<file path="src/hw/uart_settings.svh">
// Timing constants for the UART. UART_CLK_HZ must be a whole multiple of
// UART_BAUD * UART_OVERSAMPLE, or the baud rate comes out slightly off
`ifndef UART_SETTINGS_SVH
`define UART_SETTINGS_SVH

// ==========================================================================
// Base rates
// ==========================================================================
`define UART_CLK_HZ     1843200      // System clock, simulation value
`define UART_BAUD       115200       // Line rate in bits per second
`define UART_OVERSAMPLE 16           // Ticks per bit on both tx and rx

// ==========================================================================
// Derived values
// ==========================================================================
// Clocks per oversample tick, 1 with the simulation clock
`define UART_TICK_DIV   (`UART_CLK_HZ / (`UART_BAUD * `UART_OVERSAMPLE))

// Width of the per-bit tick counter
`define UART_OS_W       ($clog2(`UART_OVERSAMPLE))

// Width of the baud divider counter, always at least one bit
`define UART_DIV_W      ($clog2(`UART_TICK_DIV) + 1)

`endif

</file>
<file path="src/hw/uart_pkg.sv">
// Shared types for the UART blocks. The timing constants are kept in
// uart_settings.svh
`default_nettype none

package uart_pkg;

   // =======================================================================
   // Transmitter states
   // =======================================================================
   // One state per field of the frame, DATA covers all eight data bits
   typedef enum logic [2:0] {
      TX_IDLE  = 3'd0,   // Line high, waiting for a write
      TX_START = 3'd1,   // Start bit, line low
      TX_DATA  = 3'd2,   // D0..D7, LSB first
      TX_STOP  = 3'd3,   // Stop bit, line high
      TX_GAP   = 3'd4    // Extra high bit between characters
   } tx_state_e;

   // =======================================================================
   // Receiver states
   // =======================================================================
   typedef enum logic [1:0] {
      RX_IDLE  = 2'd0,   // Hunting for a falling edge
      RX_START = 2'd1,   // Waiting for the middle of the start bit
      RX_DATA  = 2'd2,   // Sampling eight data bits
      RX_STOP  = 2'd3    // Sampling the stop bit
   } rx_state_e;

   // =======================================================================
   // Received character
   // =======================================================================
   // Held by the receiver until the next rx_valid pulse
   typedef struct packed {
      logic [7:0] data;          // Byte as received, D0 in bit 0
      logic       frame_error;   // Stop bit sampled low
   } rx_frame_t;

endpackage

`default_nettype wire

</file>
<file path="src/hw/uart_baud_gen.sv">
// Free-running oversample tick, one clock wide every UART_TICK_DIV clocks
// With a divisor of 1 the tick is high in every cycle
`timescale 1ns/1ns
`default_nettype none

`include "uart_settings.svh"

module uart_baud_gen (
   input  logic clk,
   input  logic reset,
   output logic tick      // One-cycle oversample strobe
);

   // =======================================================================
   // Divider constants
   // =======================================================================
   localparam int DIV_W = `UART_DIV_W;
   localparam logic [DIV_W-1:0] DIV_LAST = DIV_W'(`UART_TICK_DIV - 1);

   logic [DIV_W-1:0] div_cnt;   // Clocks since the last tick

   // Tick on the last count of the period, the counter wraps in the same cycle
   assign tick = (div_cnt == DIV_LAST);

   // =======================================================================
   // Divider counter
   // =======================================================================
   always_ff @(posedge clk or posedge reset) begin
      if (reset) begin
         div_cnt <= '0;
      end
      else if (tick) begin
         div_cnt <= '0;                    // Wrap, next period starts
      end
      else begin
         div_cnt <= div_cnt + 1'b1;
      end
   end

endmodule

`default_nettype wire

</file>
<file path="src/hw/uart_tx.sv">
// 8N1 transmitter that adds one high gap bit after every stop bit
// A write while tx_busy is high is dropped. There is no back-pressure
`timescale 1ns/1ns
`default_nettype none

`include "uart_settings.svh"

module uart_tx (
   input  logic       clk,
   input  logic       reset,
   input  logic       tick,      // Oversample strobe from the baud generator
   input  logic [7:0] tx_data,   // Byte to send, taken on an accepted write
   input  logic       tx_wr,     // Write strobe from the host
   output logic       txd,       // Serial line, idles high
   output logic       tx_busy    // High while a frame is on the line
);
   import uart_pkg::*;

   // =======================================================================
   // Constants and state
   // =======================================================================
   localparam int OS_W = `UART_OS_W;
   localparam logic [OS_W-1:0] TICK_LAST = OS_W'(`UART_OVERSAMPLE - 1);

   tx_state_e        state;
   logic [OS_W-1:0]  tick_cnt;    // Ticks spent in the current bit
   logic [2:0]       bit_idx;     // Data bit being sent
   logic [7:0]       shreg;       // Remaining data bits, next one in bit 0
   logic             wr_ok;       // Write taken this cycle
   logic             bit_end;     // Last tick of the current bit

   assign wr_ok   = tx_wr && (state == TX_IDLE);
   assign bit_end = tick && (tick_cnt == TICK_LAST);
   assign tx_busy = (state != TX_IDLE);   // Includes the gap bit

   // =======================================================================
   // Frame sequencer
   // =======================================================================
   always_ff @(posedge clk or posedge reset) begin
      if (reset) begin
         state    <= TX_IDLE;
         tick_cnt <= '0;
         bit_idx  <= '0;
         txd      <= 1'b1;                 // Line idles high
      end
      else begin
         // Bit timer, overridden below on a write
         if (bit_end) begin
            tick_cnt <= '0;
         end
         else if (tick) begin
            tick_cnt <= tick_cnt + 1'b1;
         end

         case (state)
            TX_IDLE: begin
               if (wr_ok) begin
                  state    <= TX_START;
                  tick_cnt <= '0;          // First bit starts right away
                  txd      <= 1'b0;        // Start bit
               end
            end
            TX_START: begin
               if (bit_end) begin
                  state   <= TX_DATA;
                  bit_idx <= '0;
                  txd     <= shreg[0];     // D0
               end
            end
            TX_DATA: begin
               if (bit_end) begin
                  if (bit_idx == 3'd7) begin
                     state <= TX_STOP;
                     txd   <= 1'b1;        // Stop bit
                  end
                  else begin
                     bit_idx <= bit_idx + 1'b1;
                     txd     <= shreg[0];  // Next data bit
                  end
               end
            end
            TX_STOP: begin
               if (bit_end) state <= TX_GAP;   // Line stays high
            end
            TX_GAP: begin
               if (bit_end) state <= TX_IDLE;
            end
            default: begin
               state <= TX_IDLE;
               txd   <= 1'b1;
            end
         endcase
      end
   end

   // Payload shift register, loaded on a write and shifted as each bit leaves
   always_ff @(posedge clk) begin
      if (wr_ok) begin
         shreg <= tx_data;
      end
      else if (bit_end && (state == TX_START || state == TX_DATA)) begin
         shreg <= shreg >> 1;
      end
   end

endmodule

`default_nettype wire

</file>
<file path="src/hw/uart_rx.sv">
// 16x oversampling 8N1 receiver. A low pulse shorter than half a bit is
// rejected, and a low stop bit still delivers the byte with frame_error set
`timescale 1ns/1ns
`default_nettype none

`include "uart_settings.svh"

module uart_rx (
   input  logic                clk,
   input  logic                reset,
   input  logic                tick,       // Oversample strobe
   input  logic                rxd,        // Asynchronous serial input
   output uart_pkg::rx_frame_t rx_frame,   // Last received character
   output logic                rx_valid    // One-cycle strobe per character
);
   import uart_pkg::*;

   // =======================================================================
   // Constants and state
   // =======================================================================
   localparam int OS_W = `UART_OS_W;
   localparam logic [OS_W-1:0] TICK_LAST = OS_W'(`UART_OVERSAMPLE - 1);
   localparam logic [OS_W-1:0] HALF_LAST = OS_W'(`UART_OVERSAMPLE / 2 - 1);

   rx_state_e        state;
   logic [OS_W-1:0]  tick_cnt;     // Ticks since the last sample point
   logic [2:0]       bit_idx;      // Data bit being sampled
   logic [7:0]       shreg;        // Assembled byte, filled from the top
   logic             rxd_meta;     // First synchronizer stage
   logic             rxd_s;        // Synchronized line
   logic             rxd_d;        // One cycle older, for edge detect
   logic             fall;         // High to low transition seen
   logic             half_end;     // Middle of the start bit
   logic             bit_end;      // Middle of a data or stop bit

   assign fall     = rxd_d && !rxd_s;
   assign half_end = tick && (tick_cnt == HALF_LAST);
   assign bit_end  = tick && (tick_cnt == TICK_LAST);

   // =======================================================================
   // Input synchronizer
   // =======================================================================
   always_ff @(posedge clk or posedge reset) begin
      if (reset) begin
         rxd_meta <= 1'b1;          // Idle line level
         rxd_s    <= 1'b1;
         rxd_d    <= 1'b1;
      end
      else begin
         rxd_meta <= rxd;
         rxd_s    <= rxd_meta;
         rxd_d    <= rxd_s;
      end
   end

   // =======================================================================
   // Receive FSM
   // =======================================================================
   always_ff @(posedge clk or posedge reset) begin
      if (reset) begin
         state    <= RX_IDLE;
         tick_cnt <= '0;
         bit_idx  <= '0;
         rx_frame <= '0;
         rx_valid <= 1'b0;
      end
      else begin
         rx_valid <= 1'b0;                 // Strobe by default
         if (tick) tick_cnt <= tick_cnt + 1'b1;

         case (state)
            RX_IDLE: begin
               tick_cnt <= '0;             // Hold the timer while hunting
               if (fall) state <= RX_START;
            end
            RX_START: begin
               // Mid-bit check of the start bit, a glitch has gone high again
               if (half_end) begin
                  tick_cnt <= '0;
                  bit_idx  <= '0;
                  state    <= rxd_s ? RX_IDLE : RX_DATA;
               end
            end
            RX_DATA: begin
               if (bit_end) begin
                  tick_cnt <= '0;
                  bit_idx  <= bit_idx + 1'b1;
                  if (bit_idx == 3'd7) state <= RX_STOP;
               end
            end
            RX_STOP: begin
               if (bit_end) begin
                  tick_cnt             <= '0;
                  rx_frame.data        <= shreg;
                  rx_frame.frame_error <= !rxd_s;   // Stop must be high
                  rx_valid             <= 1'b1;
                  state                <= RX_IDLE;  // Resume hunting mid-stop
               end
            end
            default: state <= RX_IDLE;
         endcase
      end
   end

   // Data bits arrive LSB first, so shift in from the top
   always_ff @(posedge clk) begin
      if (state == RX_DATA && bit_end) begin
         shreg <= {rxd_s, shreg[7:1]};
      end
   end

endmodule

`default_nettype wire

</file>
<file path="src/hw/uart_top.sv">
// Serial port with one shared baud tick for transmit and receive
// Host side uses plain strobes only, no FIFO and no flow control
`timescale 1ns/1ns
`default_nettype none

module uart_top (
   input  logic                clk,
   input  logic                reset,
   input  logic [7:0]          tx_data,    // Byte to transmit
   input  logic                tx_wr,      // Write strobe, ignored while busy
   input  logic                rxd,        // Serial input line
   output logic                txd,        // Serial output line
   output logic                tx_busy,    // Transmitter has a frame in flight
   output uart_pkg::rx_frame_t rx_frame,   // Received byte and stop status
   output logic                rx_valid    // One cycle per received frame
);

   // =======================================================================
   // Shared oversample tick
   // =======================================================================
   logic tick;

   uart_baud_gen u_baud_gen (
      .clk   (clk),
      .reset (reset),
      .tick  (tick)
   );

   // =======================================================================
   // Transmit path
   // =======================================================================
   uart_tx u_tx (
      .clk     (clk),
      .reset   (reset),
      .tick    (tick),
      .tx_data (tx_data),
      .tx_wr   (tx_wr),
      .txd     (txd),
      .tx_busy (tx_busy)
   );

   // =======================================================================
   // Receive path
   // =======================================================================
   uart_rx u_rx (
      .clk      (clk),
      .reset    (reset),
      .tick     (tick),
      .rxd      (rxd),
      .rx_frame (rx_frame),
      .rx_valid (rx_valid)
   );

endmodule

`default_nettype wire

</file>
<file path="config.mk">
export PLATFORM = sky130hd
export DESIGN_NAME = uart_top
export DESIGN_NICKNAME = d
export VERILOG_FILES = /design/src/hw/uart_pkg.sv /design/src/hw/uart_baud_gen.sv /design/src/hw/uart_tx.sv /design/src/hw/uart_rx.sv /design/src/hw/uart_top.sv
export VERILOG_INCLUDE_DIRS = /design/src /design/src/hw
export SDC_FILE = /design/constraint.sdc
export NUM_CORES = 1
export LEC_CHECK = 0
export ABC_AREA = 1
export BUFFER_PORTS_ARGS = -buffer_cell sky130_fd_sc_hd__buf_4
export CAP_MARGIN = 20
export CELL_PAD_IN_SITES_DETAIL_PLACEMENT = 1
export CELL_PAD_IN_SITES_GLOBAL_PLACEMENT = 1
export CORE_MARGIN = 3
export CORE_UTILIZATION = 48
export CTS_BUF_LIST = sky130_fd_sc_hd__clkbuf_8
export DETAILED_ROUTE_END_ITERATION = 6
export PLACE_DENSITY_LB_ADDON = 0.1
export SYNTH_ARGS = -nofsm -noshare
export SYNTH_HDL_FRONTEND = slang
export SYNTH_SLANG_ARGS = --single-unit
</file>
<file path="constraint.sdc">
create_clock -name clk -period 1.66 [get_ports clk]
set_input_delay 0.166 -clock clk [delete_from_list [all_inputs] [get_ports clk]]
set_output_delay 0.166 -clock clk [all_outputs]
set_load 0.005 [all_outputs]
</file>
# --- After elaboration in Yosys (flattened, before gate mapping) ---
# Cells that the tools add are included.
op_classes:
  n_addsub: 5
  eq_ne: 24
  mux: 38
  bitwise: 2
  n_reduce_logical: 23
ops:
  columns: ["op", "count"]
  rows:
  - ["two-way mux 3 bit", 10]
  - ["two-way mux 4 bit", 7]
  - ["inequality test 2 x 1 -> 1 bit (second input constant)", 11]
  - ["two-way mux 8 bit", 2]
  - ["case mux 3 bit (5 select lines)", 1]
  - ["two-way mux 2 bit", 6]
  - ["case mux 3 bit (2 select lines)", 2]
  - ["case mux 4 bit (3 select lines)", 1]
  - ["== test 3 bit (second input constant)", 3]
  - ["adder 4 x 1 -> 4 bit (second input constant)", 2]
  - ["== test 4 bit (second input constant)", 2]
  - ["case mux 2 bit (4 select lines)", 1]
  - ["AND reduction 4 bit", 2]
  - ["logical AND 1 bit", 7]
  - ["two-way mux 1 bit", 7]
  - ["adder 3 x 1 -> 3 bit (second input constant)", 2]
  - ["== test 3 x 2 -> 1 bit (second input constant)", 2]
  - ["AND reduction 6 bit", 1]
  - ["nonzero test 2 bit", 3]
  - ["AND reduction 5 bit", 1]
  - ["== test 2 bit (second input constant)", 2]
  - ["== test 4 x 3 -> 1 bit (second input constant)", 1]
  - ["case mux 1 bit (4 select lines)", 1]
  - ["OR reduction 2 bit", 2]
  - ["other kinds (12)", 13]
word_totals:
  register_bits: 50
  output_inout_bits: 12
  wordCells: 108

# --- Logic depth before layout (Yosys ltp) ---
# Gate-level depths: netlist of the first run.
depth:
  depth_word: 5
  ltp_mapped: 8
  depth_no_buf: 8

# --- Modules after synthesis ---
# A second synthesis of the first run with hierarchy kept.
unflattened:
  hier_cells: 232
  area_unflattened_um2: 2250.9
modules_own_cells:
  columns: ["mod", "n_inst", "cells_each", "area_each_um2", "seq_area_each_um2"]
  rows:
  - ["uart_rx", 1, 107, 1187.4, 794.5]
  - ["uart_tx", 1, 123, 1052.3, 516.7]
  - ["uart_baud_gen", 1, 2, 11.3, 0.0]

# --- Worst setup path after synthesis of the first run ---
# Ideal clock, no wire load.
synth_path:
  path_type: "flip-flop to flip-flop"
  startpoint: "register u_rx.tick_cnt[0]"
  endpoint: "register u_rx.rx_frame[1] (netlist name)"
  arrival_time_ns: 1.273
  path_slack_ns: 0.263
  path_stages_with_launch: 6
  path_buffers: 1
  period_less_slack_ns: 1.397
  path_cell_list: "dfrtp_1 -> ha_1 -> nand3_2 -> nor2_2 -> buf_4 -> mux2_2"
synth_between:
  elab_chain_cells: 3
synth_lines:
  columns: ["element", "line", "source"]
  rows:
  - ["start, declared", "uart_rx.sv:26", "logic [OS_W-1:0] tick_cnt;"]
  - ["start signal, assigned", "uart_rx.sv:69", "if (tick) tick_cnt <= tick_cnt + 1'b1;"]
  - ["== test 4 bit", "uart_rx.sv:38", "assign bit_end = tick && (tick_cnt == TICK_LAST);"]
  - ["logical AND 1 bit", "uart_rx.sv:38", null]
  - ["AND reduction 2 bit (no line)", null, null]
# No other way between the ends.
# A chain may end at the register's enable or synchronous reset.

# --- Final worst setup path of the first run ---
layout_path:
  startpoint: "register u_tx.state[2]"
  endpoint: "register u_tx.shreg[2] (data pin)"
layout_between:
  elab_chain_cells: 3
layout_lines:
  columns: ["element", "line", "source"]
  rows:
  - ["start, declared", "uart_tx.sv:25", "tx_state_e state;"]
  - ["start signal, assigned", "uart_tx.sv:41", "state <= TX_IDLE;"]
  - ["start signal, assigned", "uart_tx.sv:58", "state <= TX_START;"]
  - ["start signal, assigned", "uart_tx.sv:65", "state <= TX_DATA;"]
  - ["logical NOT 3 bit", "uart_tx.sv:32", "assign wr_ok = tx_wr && (state == TX_IDLE);"]
  - ["logical AND 1 bit", "uart_tx.sv:32", null]
  - ["two-way mux 8 bit", "uart_tx.sv:98", "if (wr_ok) begin"]
  - ["end signal, assigned", "uart_tx.sv:99", "shreg <= tx_data;"]
  - ["end signal, assigned", "uart_tx.sv:102", "shreg <= shreg >> 1;"]
  - ["end, declared", "uart_tx.sv:28", "logic [7:0] shreg;"]
# No other way between the ends.

==> run_results.csv, run 1 <==
group,metric,value,unit
run_status,status,"finished, final reports clean",
timing,finalHoldViolCount,0,
timing,fmax,636,MHz
timing,post-route-period-util,0.947,
timing,slew_headroom,0.720,
clocking,cts_sinks,49,
timing,setup_tns,0,ns
critical_path,arrival,1.62,ns
die,start_util,0.515,
grt,antenna_found_initial,0,
logic_synthesis,yosysTopAreaCellShare,0.337,
finish,final_common_cell,"nand2_1",
die,die_h,72.9,um
placed_design,dpl_cell_area,2440,um2
logic_synthesis,yosysSeqAreaShare,0.610,
logic_synthesis,synth-async-reset-ratio,0.673,
grt,grt_max_degree,34,
die,core,4170,um2
clocking,root_buffer,"clkbuf_8",
clocking,clock_latency,0.30,ns
finish,final_area,2590,um2
grt,grt_usage,0.193,
placed_design,place_ws,0.0915,ns
routing,drc,0,
timing,setup_ws,0.0875,ns
logic_synthesis,synth_edf_count,16,
grt,first_global_vias,1622,
logic_synthesis,syn_nets,207,
finish,diodes,0,
placed_design,portBuffers,23,
finish,layout-drive-gt1-share,0.329,
critical_path,critPathKind,"reg -> reg",
logic_synthesis,ys_warn_count,0,
placed_design,routabilityCongestion,0.834,
finish,fin_util,0.620,
die,die_area,5320,um2
logic_synthesis,synthFlopType,"dfrtp_1",
critical_path,startpoint_type,"flop",
routing,vias,1477,
pwr,ir_drop,920,uV
critical_path,cp_data_required_time,1.71,ns
finish,syn_to_final_growth,20.3,%
clocking,cts_tree,"yes",
finish,final_cell_mix,"nand2_1, buf_4, dfrtp_1",
logic_synthesis,yosysUniqueCellTypes,28,
die,die-width,72.9,um
die,num_rows,23,
critical_path,worst-path-max-fanout,6,
pwr,powerDensity,1290,nW/um2
clocking,cts_max_path_buffers,2,
logic_synthesis,netlist_area,2150,um2
routing,dr.pass1.iters,4,
die,num_io_pins,24,
logic_synthesis,synth_top_area_cell,"dfrtp_1",
routing,drt_iter0_markers,106,
min_path,hp-class,"in -> reg",
clocking,numCtsBuffers,5,
timing,report.final.slew_viol_count,0,
logic_synthesis,synth.avg_cell_area,11.4,um2
timing,period_needed,1.57,ns
routing,routed_wl,4580,um
critical_path,end_kind,"flop",
routing,drtAntennaViolNets,0,
clocking,cts_max_level,2,
pwr,cellLeakagePower,1.32,nW
timing,setup_viol,0,
routing,viasPerCell,5.26,
grt,overflow,0,
timing,clock_skew,0.0103,ns
logic_synthesis,yosys-top-cells-area,"dfrtp_1, edfxtp_1, nand2_1",
placed_design,dp_hpwl,3250,um
grt,grt_first_pass_wirelength,7710,um
finish,nFillCells,458,
clocking,clkTransAtPathRegs,0.09,ns
timing,rsz0062_at_grt,"no",
timing,worst_pin_slew,0.419,ns
routing,detail_route.wl_per_cell,16.3,um
logic_synthesis,synth_seq_cells,49,
job,cap_violations,0,
logic_synthesis,syn_inst,189,
finish,nNetsFinal,248,
cells in the mapped netlist (4+ instances only):
cell type	n
nand2_1	40
mux2_2	9
edfxtp_1	16
mux2_4	5
dfrtp_1	29
dfstp_2	4
inv_1	19
nor2_1	12
nand3_1	15
nand4_1	5
ha_1	6
state kept, by name (all words and copies together) (netlist names), named ones only:
name / flops
u_tx.tick_cnt: 4
u_rx.rxd_meta: 1
u_rx.rxd_d: 1
u_rx.tick_cnt: 4
u_rx.rx_frame: 9
u_tx.shreg: 8
u_rx.shreg: 8
u_rx.rx_valid: 1
u_tx.bit_idx: 3
u_tx.state: 3
u_rx.rxd_s: 1
u_rx.state: 1
u_tx.txd: 1
u_rx.bit_idx: 3
repair_timing:
action,in CTS,in global routing
buffers inserted,0,1
gates resized for setup,0,3
hold buffers,2,0
setup endpoints to repair,0,13
hold endpoints to repair,30,0
per-layer routing:
metal	vias to the layer above	share of wire	track usage
met4	0	0.013	0.0717
met1	749	0.40	0.216
met3	4	0.027	0.0496
met2	19	0.56	0.351
li1	705	-	-
met5	-	0	0
final timing paths:
kind                                               end  slack (ns)                      start  depth (start not counted)
min in group asynchronous    u_tx.state[0]$_DFFE_PP0P_        0.53                      reset                          4
hold reg to reg                   u_rx.rxd_s$_DFF_PP1_        0.36    u_rx.rxd_meta$_DFF_PP1_                          0
setup / recovery               u_tx.shreg[2]$_DFFE_PP_        0.09  u_tx.state[2]$_DFFE_PP0P_                          4
hold / removal             u_tx.shreg[7]$_SDFFCE_PN0P_        0.17                 tx_data[7]                          3
max in group asynchronous         u_rx.rxd_d$_DFF_PP1_        0.79                      reset                          4
setup reg to reg               u_tx.shreg[2]$_DFFE_PP_        0.09  u_tx.state[2]$_DFFE_PP0P_                          4
area by class of cell:
| class | count | area [um2] | share of cell area |
|---|---|---|---|
| Multi-Input combinational cell | 118 | 751 | 0.290 |
| Timing Repair Buffer | 36 | 275 | 0.106 |
| Sequential cell | 49 | 1310 | 0.507 |
| Inverter | 20 | 75.1 | 0.0290 |
| Clock buffer | 5 | 68.8 | 0.0266 |
| Clock inverter | 3 | 43.8 | 0.0169 |
| Tap cell | 50 | 62.6 | 0.0242 |
kinds of logic after synthesis:
logic type | Yosys count | synth area share
AOI/OAI and AO/OA | 6 | 0.0140
xor gates and xnor gates | 3 | 0.0122
adders and majority gates | 6 | 0.0349
buffers and inverters | 22 | 0.0436
DFF | 49 | 0.610
muxes | 15 | 0.0873
and+or+nand+nor | 88 | 0.198
critical path, cell delays in order (launching register included):
cell	delay, ns
dfrtp_1	0.45
nor2_4	0.19
nand3_2	0.17
buf_4	0.21
mux2_4	0.30
stage by stage:
stage | std cells | hold WS (ns) | power (mW)
after floorplan | 189 | 0.170 | 2.20
after global placement | 270 | 0.276 | 2.41
after detailed placement | 270 | 0.275 | 2.49
after CTS | 280 | 0.158 | 3.37
after global routing | 281 | 0.153 | 3.56
final | 281 | 0.168 | 3.34
report_power, final:
group	switching [mW]	internal, mW	leakage [nW]
registers	0.140	1.46	0.582
clock network	0.396	0.452	0.0585
logic	0.496	0.397	0.682
total	1.03	2.31	1.32
(Power assumes the default switching activity.)
==> run 2, diff against run 1 <==
- ABC_AREA: 1 -> default
- CORE_UTILIZATION: 48 -> 49
==> run 2 against run 1 <==
Against the previous run: the run now ends with setup timing left; combinational power fell by 26%; setup slack lost 0.12 ns; first-iteration DRC count decreased by 43%; utilization is 2.3 points higher; critical path type unchanged; critical endpoint is now u_tx.bit_idx[0]$_DFFE_PP0P_.
==> run_results.csv, run 2 <==
group,metric,value,unit
timing,post-route-period-util,1.02,
routing,routed_wl,4690,um
die,core,4060,um2
clocking,cts_sinks,49,
grt,grt_usage,0.188,
finish,final_area,2610,um2
pwr,total_power,2.87,mW
timing,rsz0062_at_grt,"yes",
timing,slew_headroom,0.720,
clocking,root_buffer,"clkbuf_8",
logic_synthesis,syn_inst,163,
logic_synthesis,synth_seq_cells,49,
routing,drtAntennaViolNets,0,
logic_synthesis,synth-async-reset-ratio,0.673,
clocking,cts_max_level,2,
routing,vias,1435,
logic_synthesis,synth_top_family_by_area,"simple AND/OR/NAND/NOR gates",
logic_synthesis,synth_xor_area_frac,0.0167,
grt,antenna_found_initial,0,
die,start_util,0.517,
logic_synthesis,yosysUniqueCellTypes,39,
pwr,ir_drop,751,uV
clocking,clock_latency,0.31,ns
logic_synthesis,yosys-mux-area-fraction,0.0805,
placed_design,portBuffers,23,
critical_path,rrSetupSlack,-0.04,ns
finish,regMostFlops,"u_rx.rx_frame",
critical_path,r2r_cells,6,
finish,nNetsFinal,225,
timing,worst_pin_slew,0.416,ns
critical_path,arrival,1.89,ns
job,cap_violations,0,
grt,first_global_vias,1561,
logic_synthesis,yosysTopAreaCellShare,0.346,
min_path,holdPathEnd,"u_tx.shreg[2]$_DFFE_PP_",
critical_path,critPathKind,"reg -> reg",
logic_synthesis,ys_warn_count,0,
critical_path,cp_data_required_time,1.85,ns
critical_path,r2r-end,"u_tx.bit_idx[0]$_DFFE_PP0P_",
die,num_rows,23,
die,die_h,71.5,um
finish,finalNonFillerCells,258,
routing,viasPerCell,5.56,
logic_synthesis,synth.avg_cell_area,12.9,um2
clocking,numCtsBuffers,5,
routing,drc,0,
finish,reg_top3,"u_rx.rx_frame: 9 flops, u_rx.shreg: 8 flops, u_tx.shreg: 8 flops",
routing,dr.pass1.iters,4,
placed_design,dp_hpwl,3150,um
critical_path,worst-path-max-fanout,3,
logic_synthesis,yosysSeqAreaShare,0.625,
grt,grt_first_pass_wirelength,7420,um
clocking,cts_tree,"yes",
logic_synthesis,netlist_area,2100,um2
finish,diodes,0,
logic_synthesis,synth_top_area_cell,"dfrtp_1",
placed_design,placed_cells,244,
timing,setup_ws,-0.0374,ns
min_path,hp-class,"in -> reg",
critical_path,rr_startpoint,"u_tx.bit_idx[1]$_DFFE_PP0P_",
die,die_area,5110,um2
critical_path,startpoint_type,"flop",
routing,detail_route.wl_per_cell,18.2,um
timing,clock_skew,0.00799,ns
critical_path,end_kind,"flop",
finish,final_cell_mix,"buf_4, dfrtp_1, edfxtp_1",
timing,setup_viol,10,
placed_design,dpl_cell_area,2430,um2
grt,overflow,0,
clocking,cts_max_path_buffers,2,
timing,hold_ws,0.162,ns
logic_synthesis,yosysMostFrequentCell,"dfrtp_1",
logic_synthesis,yosys-top-cells-area,"dfrtp_1, edfxtp_1, mux2_2",
logic_synthesis,synthTopCellsByCount,"dfrtp_1, edfxtp_1, mux2_2",
grt,grt_max_degree,34,
pwr,cellLeakagePower,1.13,nW
run_status,status,"complete, but fails checks",
timing,period_needed,1.70,ns
min_path,min_from,"tx_data[2]",
logic_synthesis,synth_compound_area_frac,0.0793,
logic_synthesis,synth_edf_count,16,
logic_synthesis,synthFlopType,"dfrtp_1",
pwr,powerDensity,1100,nW/um2
logic_synthesis,syn_nets,181,
routing,drt_iter0_markers,60,
min_path,whs_path_depth,2,
run_status,violations,"setup timing",
die,die-width,71.5,um
logic_synthesis,synthAdderAreaFrac,0.0405,
finish,syn_to_final_growth,24.4,%
logic_synthesis,synthSimpleGateAreaFrac,0.123,
timing,report.final.slew_viol_count,0,
finish,layout-drive-gt1-share,0.404,
placed_design,routabilityCongestion,0.814,
timing,finalHoldViolCount,0,
die,num_io_pins,24,
finish,largest_reg_flops,9,
finish,final_common_cell,"buf_4",
clocking,clkTransAtPathRegs,0.09,ns
timing,fmax,589,MHz
[run 2: changes by cell type in the layout (fill, tap and decap cells not counted), moves of 4 or more]
cell	delta
nand2_1	-30
inv_1	-13
nand3_1	-9
buf_4	+7
mux2_2	+6
mux2_4	-5
nor2b_1	+5
nand2_2	-4
nand4_1	-4
[run 2: worst max-delay path by stage]
stage | startpoint | slack (ns) | cells past startpoint | end
after global placement | u_tx.bit_idx[0]$_DFFE_PP0P_ | 0.03 | 6 | u_tx.bit_idx[0]$_DFFE_PP0P_
after floorplan | u_tx.tick_cnt[0]$_DFF_PP0_ | 0.02 | 4 | u_tx.shreg[0]$_DFFE_PP_
after global routing | u_tx.tick_cnt[0]$_DFF_PP0_ | -0.08 | 5 | u_tx.bit_idx[0]$_DFFE_PP0P_
after detailed placement | u_tx.bit_idx[0]$_DFFE_PP0P_ | -0.11 | 6 | u_tx.bit_idx[0]$_DFFE_PP0P_
after CTS | u_tx.tick_cnt[1]$_DFF_PP0_ | -0.007 | 5 | u_tx.shreg[4]$_DFFE_PP_
final | u_tx.bit_idx[1]$_DFFE_PP0P_ | -0.04 | 6 | u_tx.bit_idx[0]$_DFFE_PP0P_
[run 2: per-layer routing]
metal / wire length (um) / vias to the layer above / track usage
li1: - / 675 / -
met1: 2000 / 728 / 0.239
met2: 2510 / 23 / 0.317
met3: 112 / 9 / 0.0421
met4: 73 / 0 / 0.0626
met5: 0 / - / 0
[run 2: report_power, final]
group	total [mW]	switching (mW)	internal (mW)
Clock	0.707	0.408	0.299
Combinational	0.662	0.310	0.353
Sequential	1.50	0.107	1.39
[run 2: cell type report]
cell class / instances / area [um2]
fillers: 404 / 1450
repair buffers: 45 / 359
clock buffers: 5 / 68.8
multi-input cells: 99 / 762
inverters: 7 / 26.3
well taps: 50 / 62.6
clock inverters: 3 / 21.3
flip-flops and latches: 49 / 1310
[run 2: cell families after synthesis]
kind of cell,Yosys count
DFF,49
and+or+nand+nor,48
AOI/OAI and AO/OA,25
buffers and inverters,15
muxes,15
adders and majority gates,7
xor gates and xnor gates,4
[run 2: per-stage QoR]
stage | TNS (ns) | util | worst slack (ns)
after CTS | -0.0553 | 0.633 | -0.00708
after global placement | 0 | 0.600 | 0.0281
after global routing | -0.733 | 0.644 | -0.0756
after floorplan | 0 | - | 0.0236
after detailed placement | -0.584 | 0.600 | -0.114
final | -0.0976 | 0.644 | -0.0374
[run 2: critical path: stages (launching register included)]
cell and delay [ns]:
dfrtp_1 0.40, ha_2 0.21, ha_4 0.17, inv_2 0.06
a21oi_2 0.06, or3b_4 0.44, a22o_1 0.25
[run 2: what timing repair did]
item / CTS / global route
cloned: 0 / 1
resized for setup: 3 / 9
hold buffers: 2 / 0
setup endpoints to repair: 11 / 36
setup buffers: 2 / 1
hold endpoints to repair: 30 / 0
pin swaps: 4 / 6
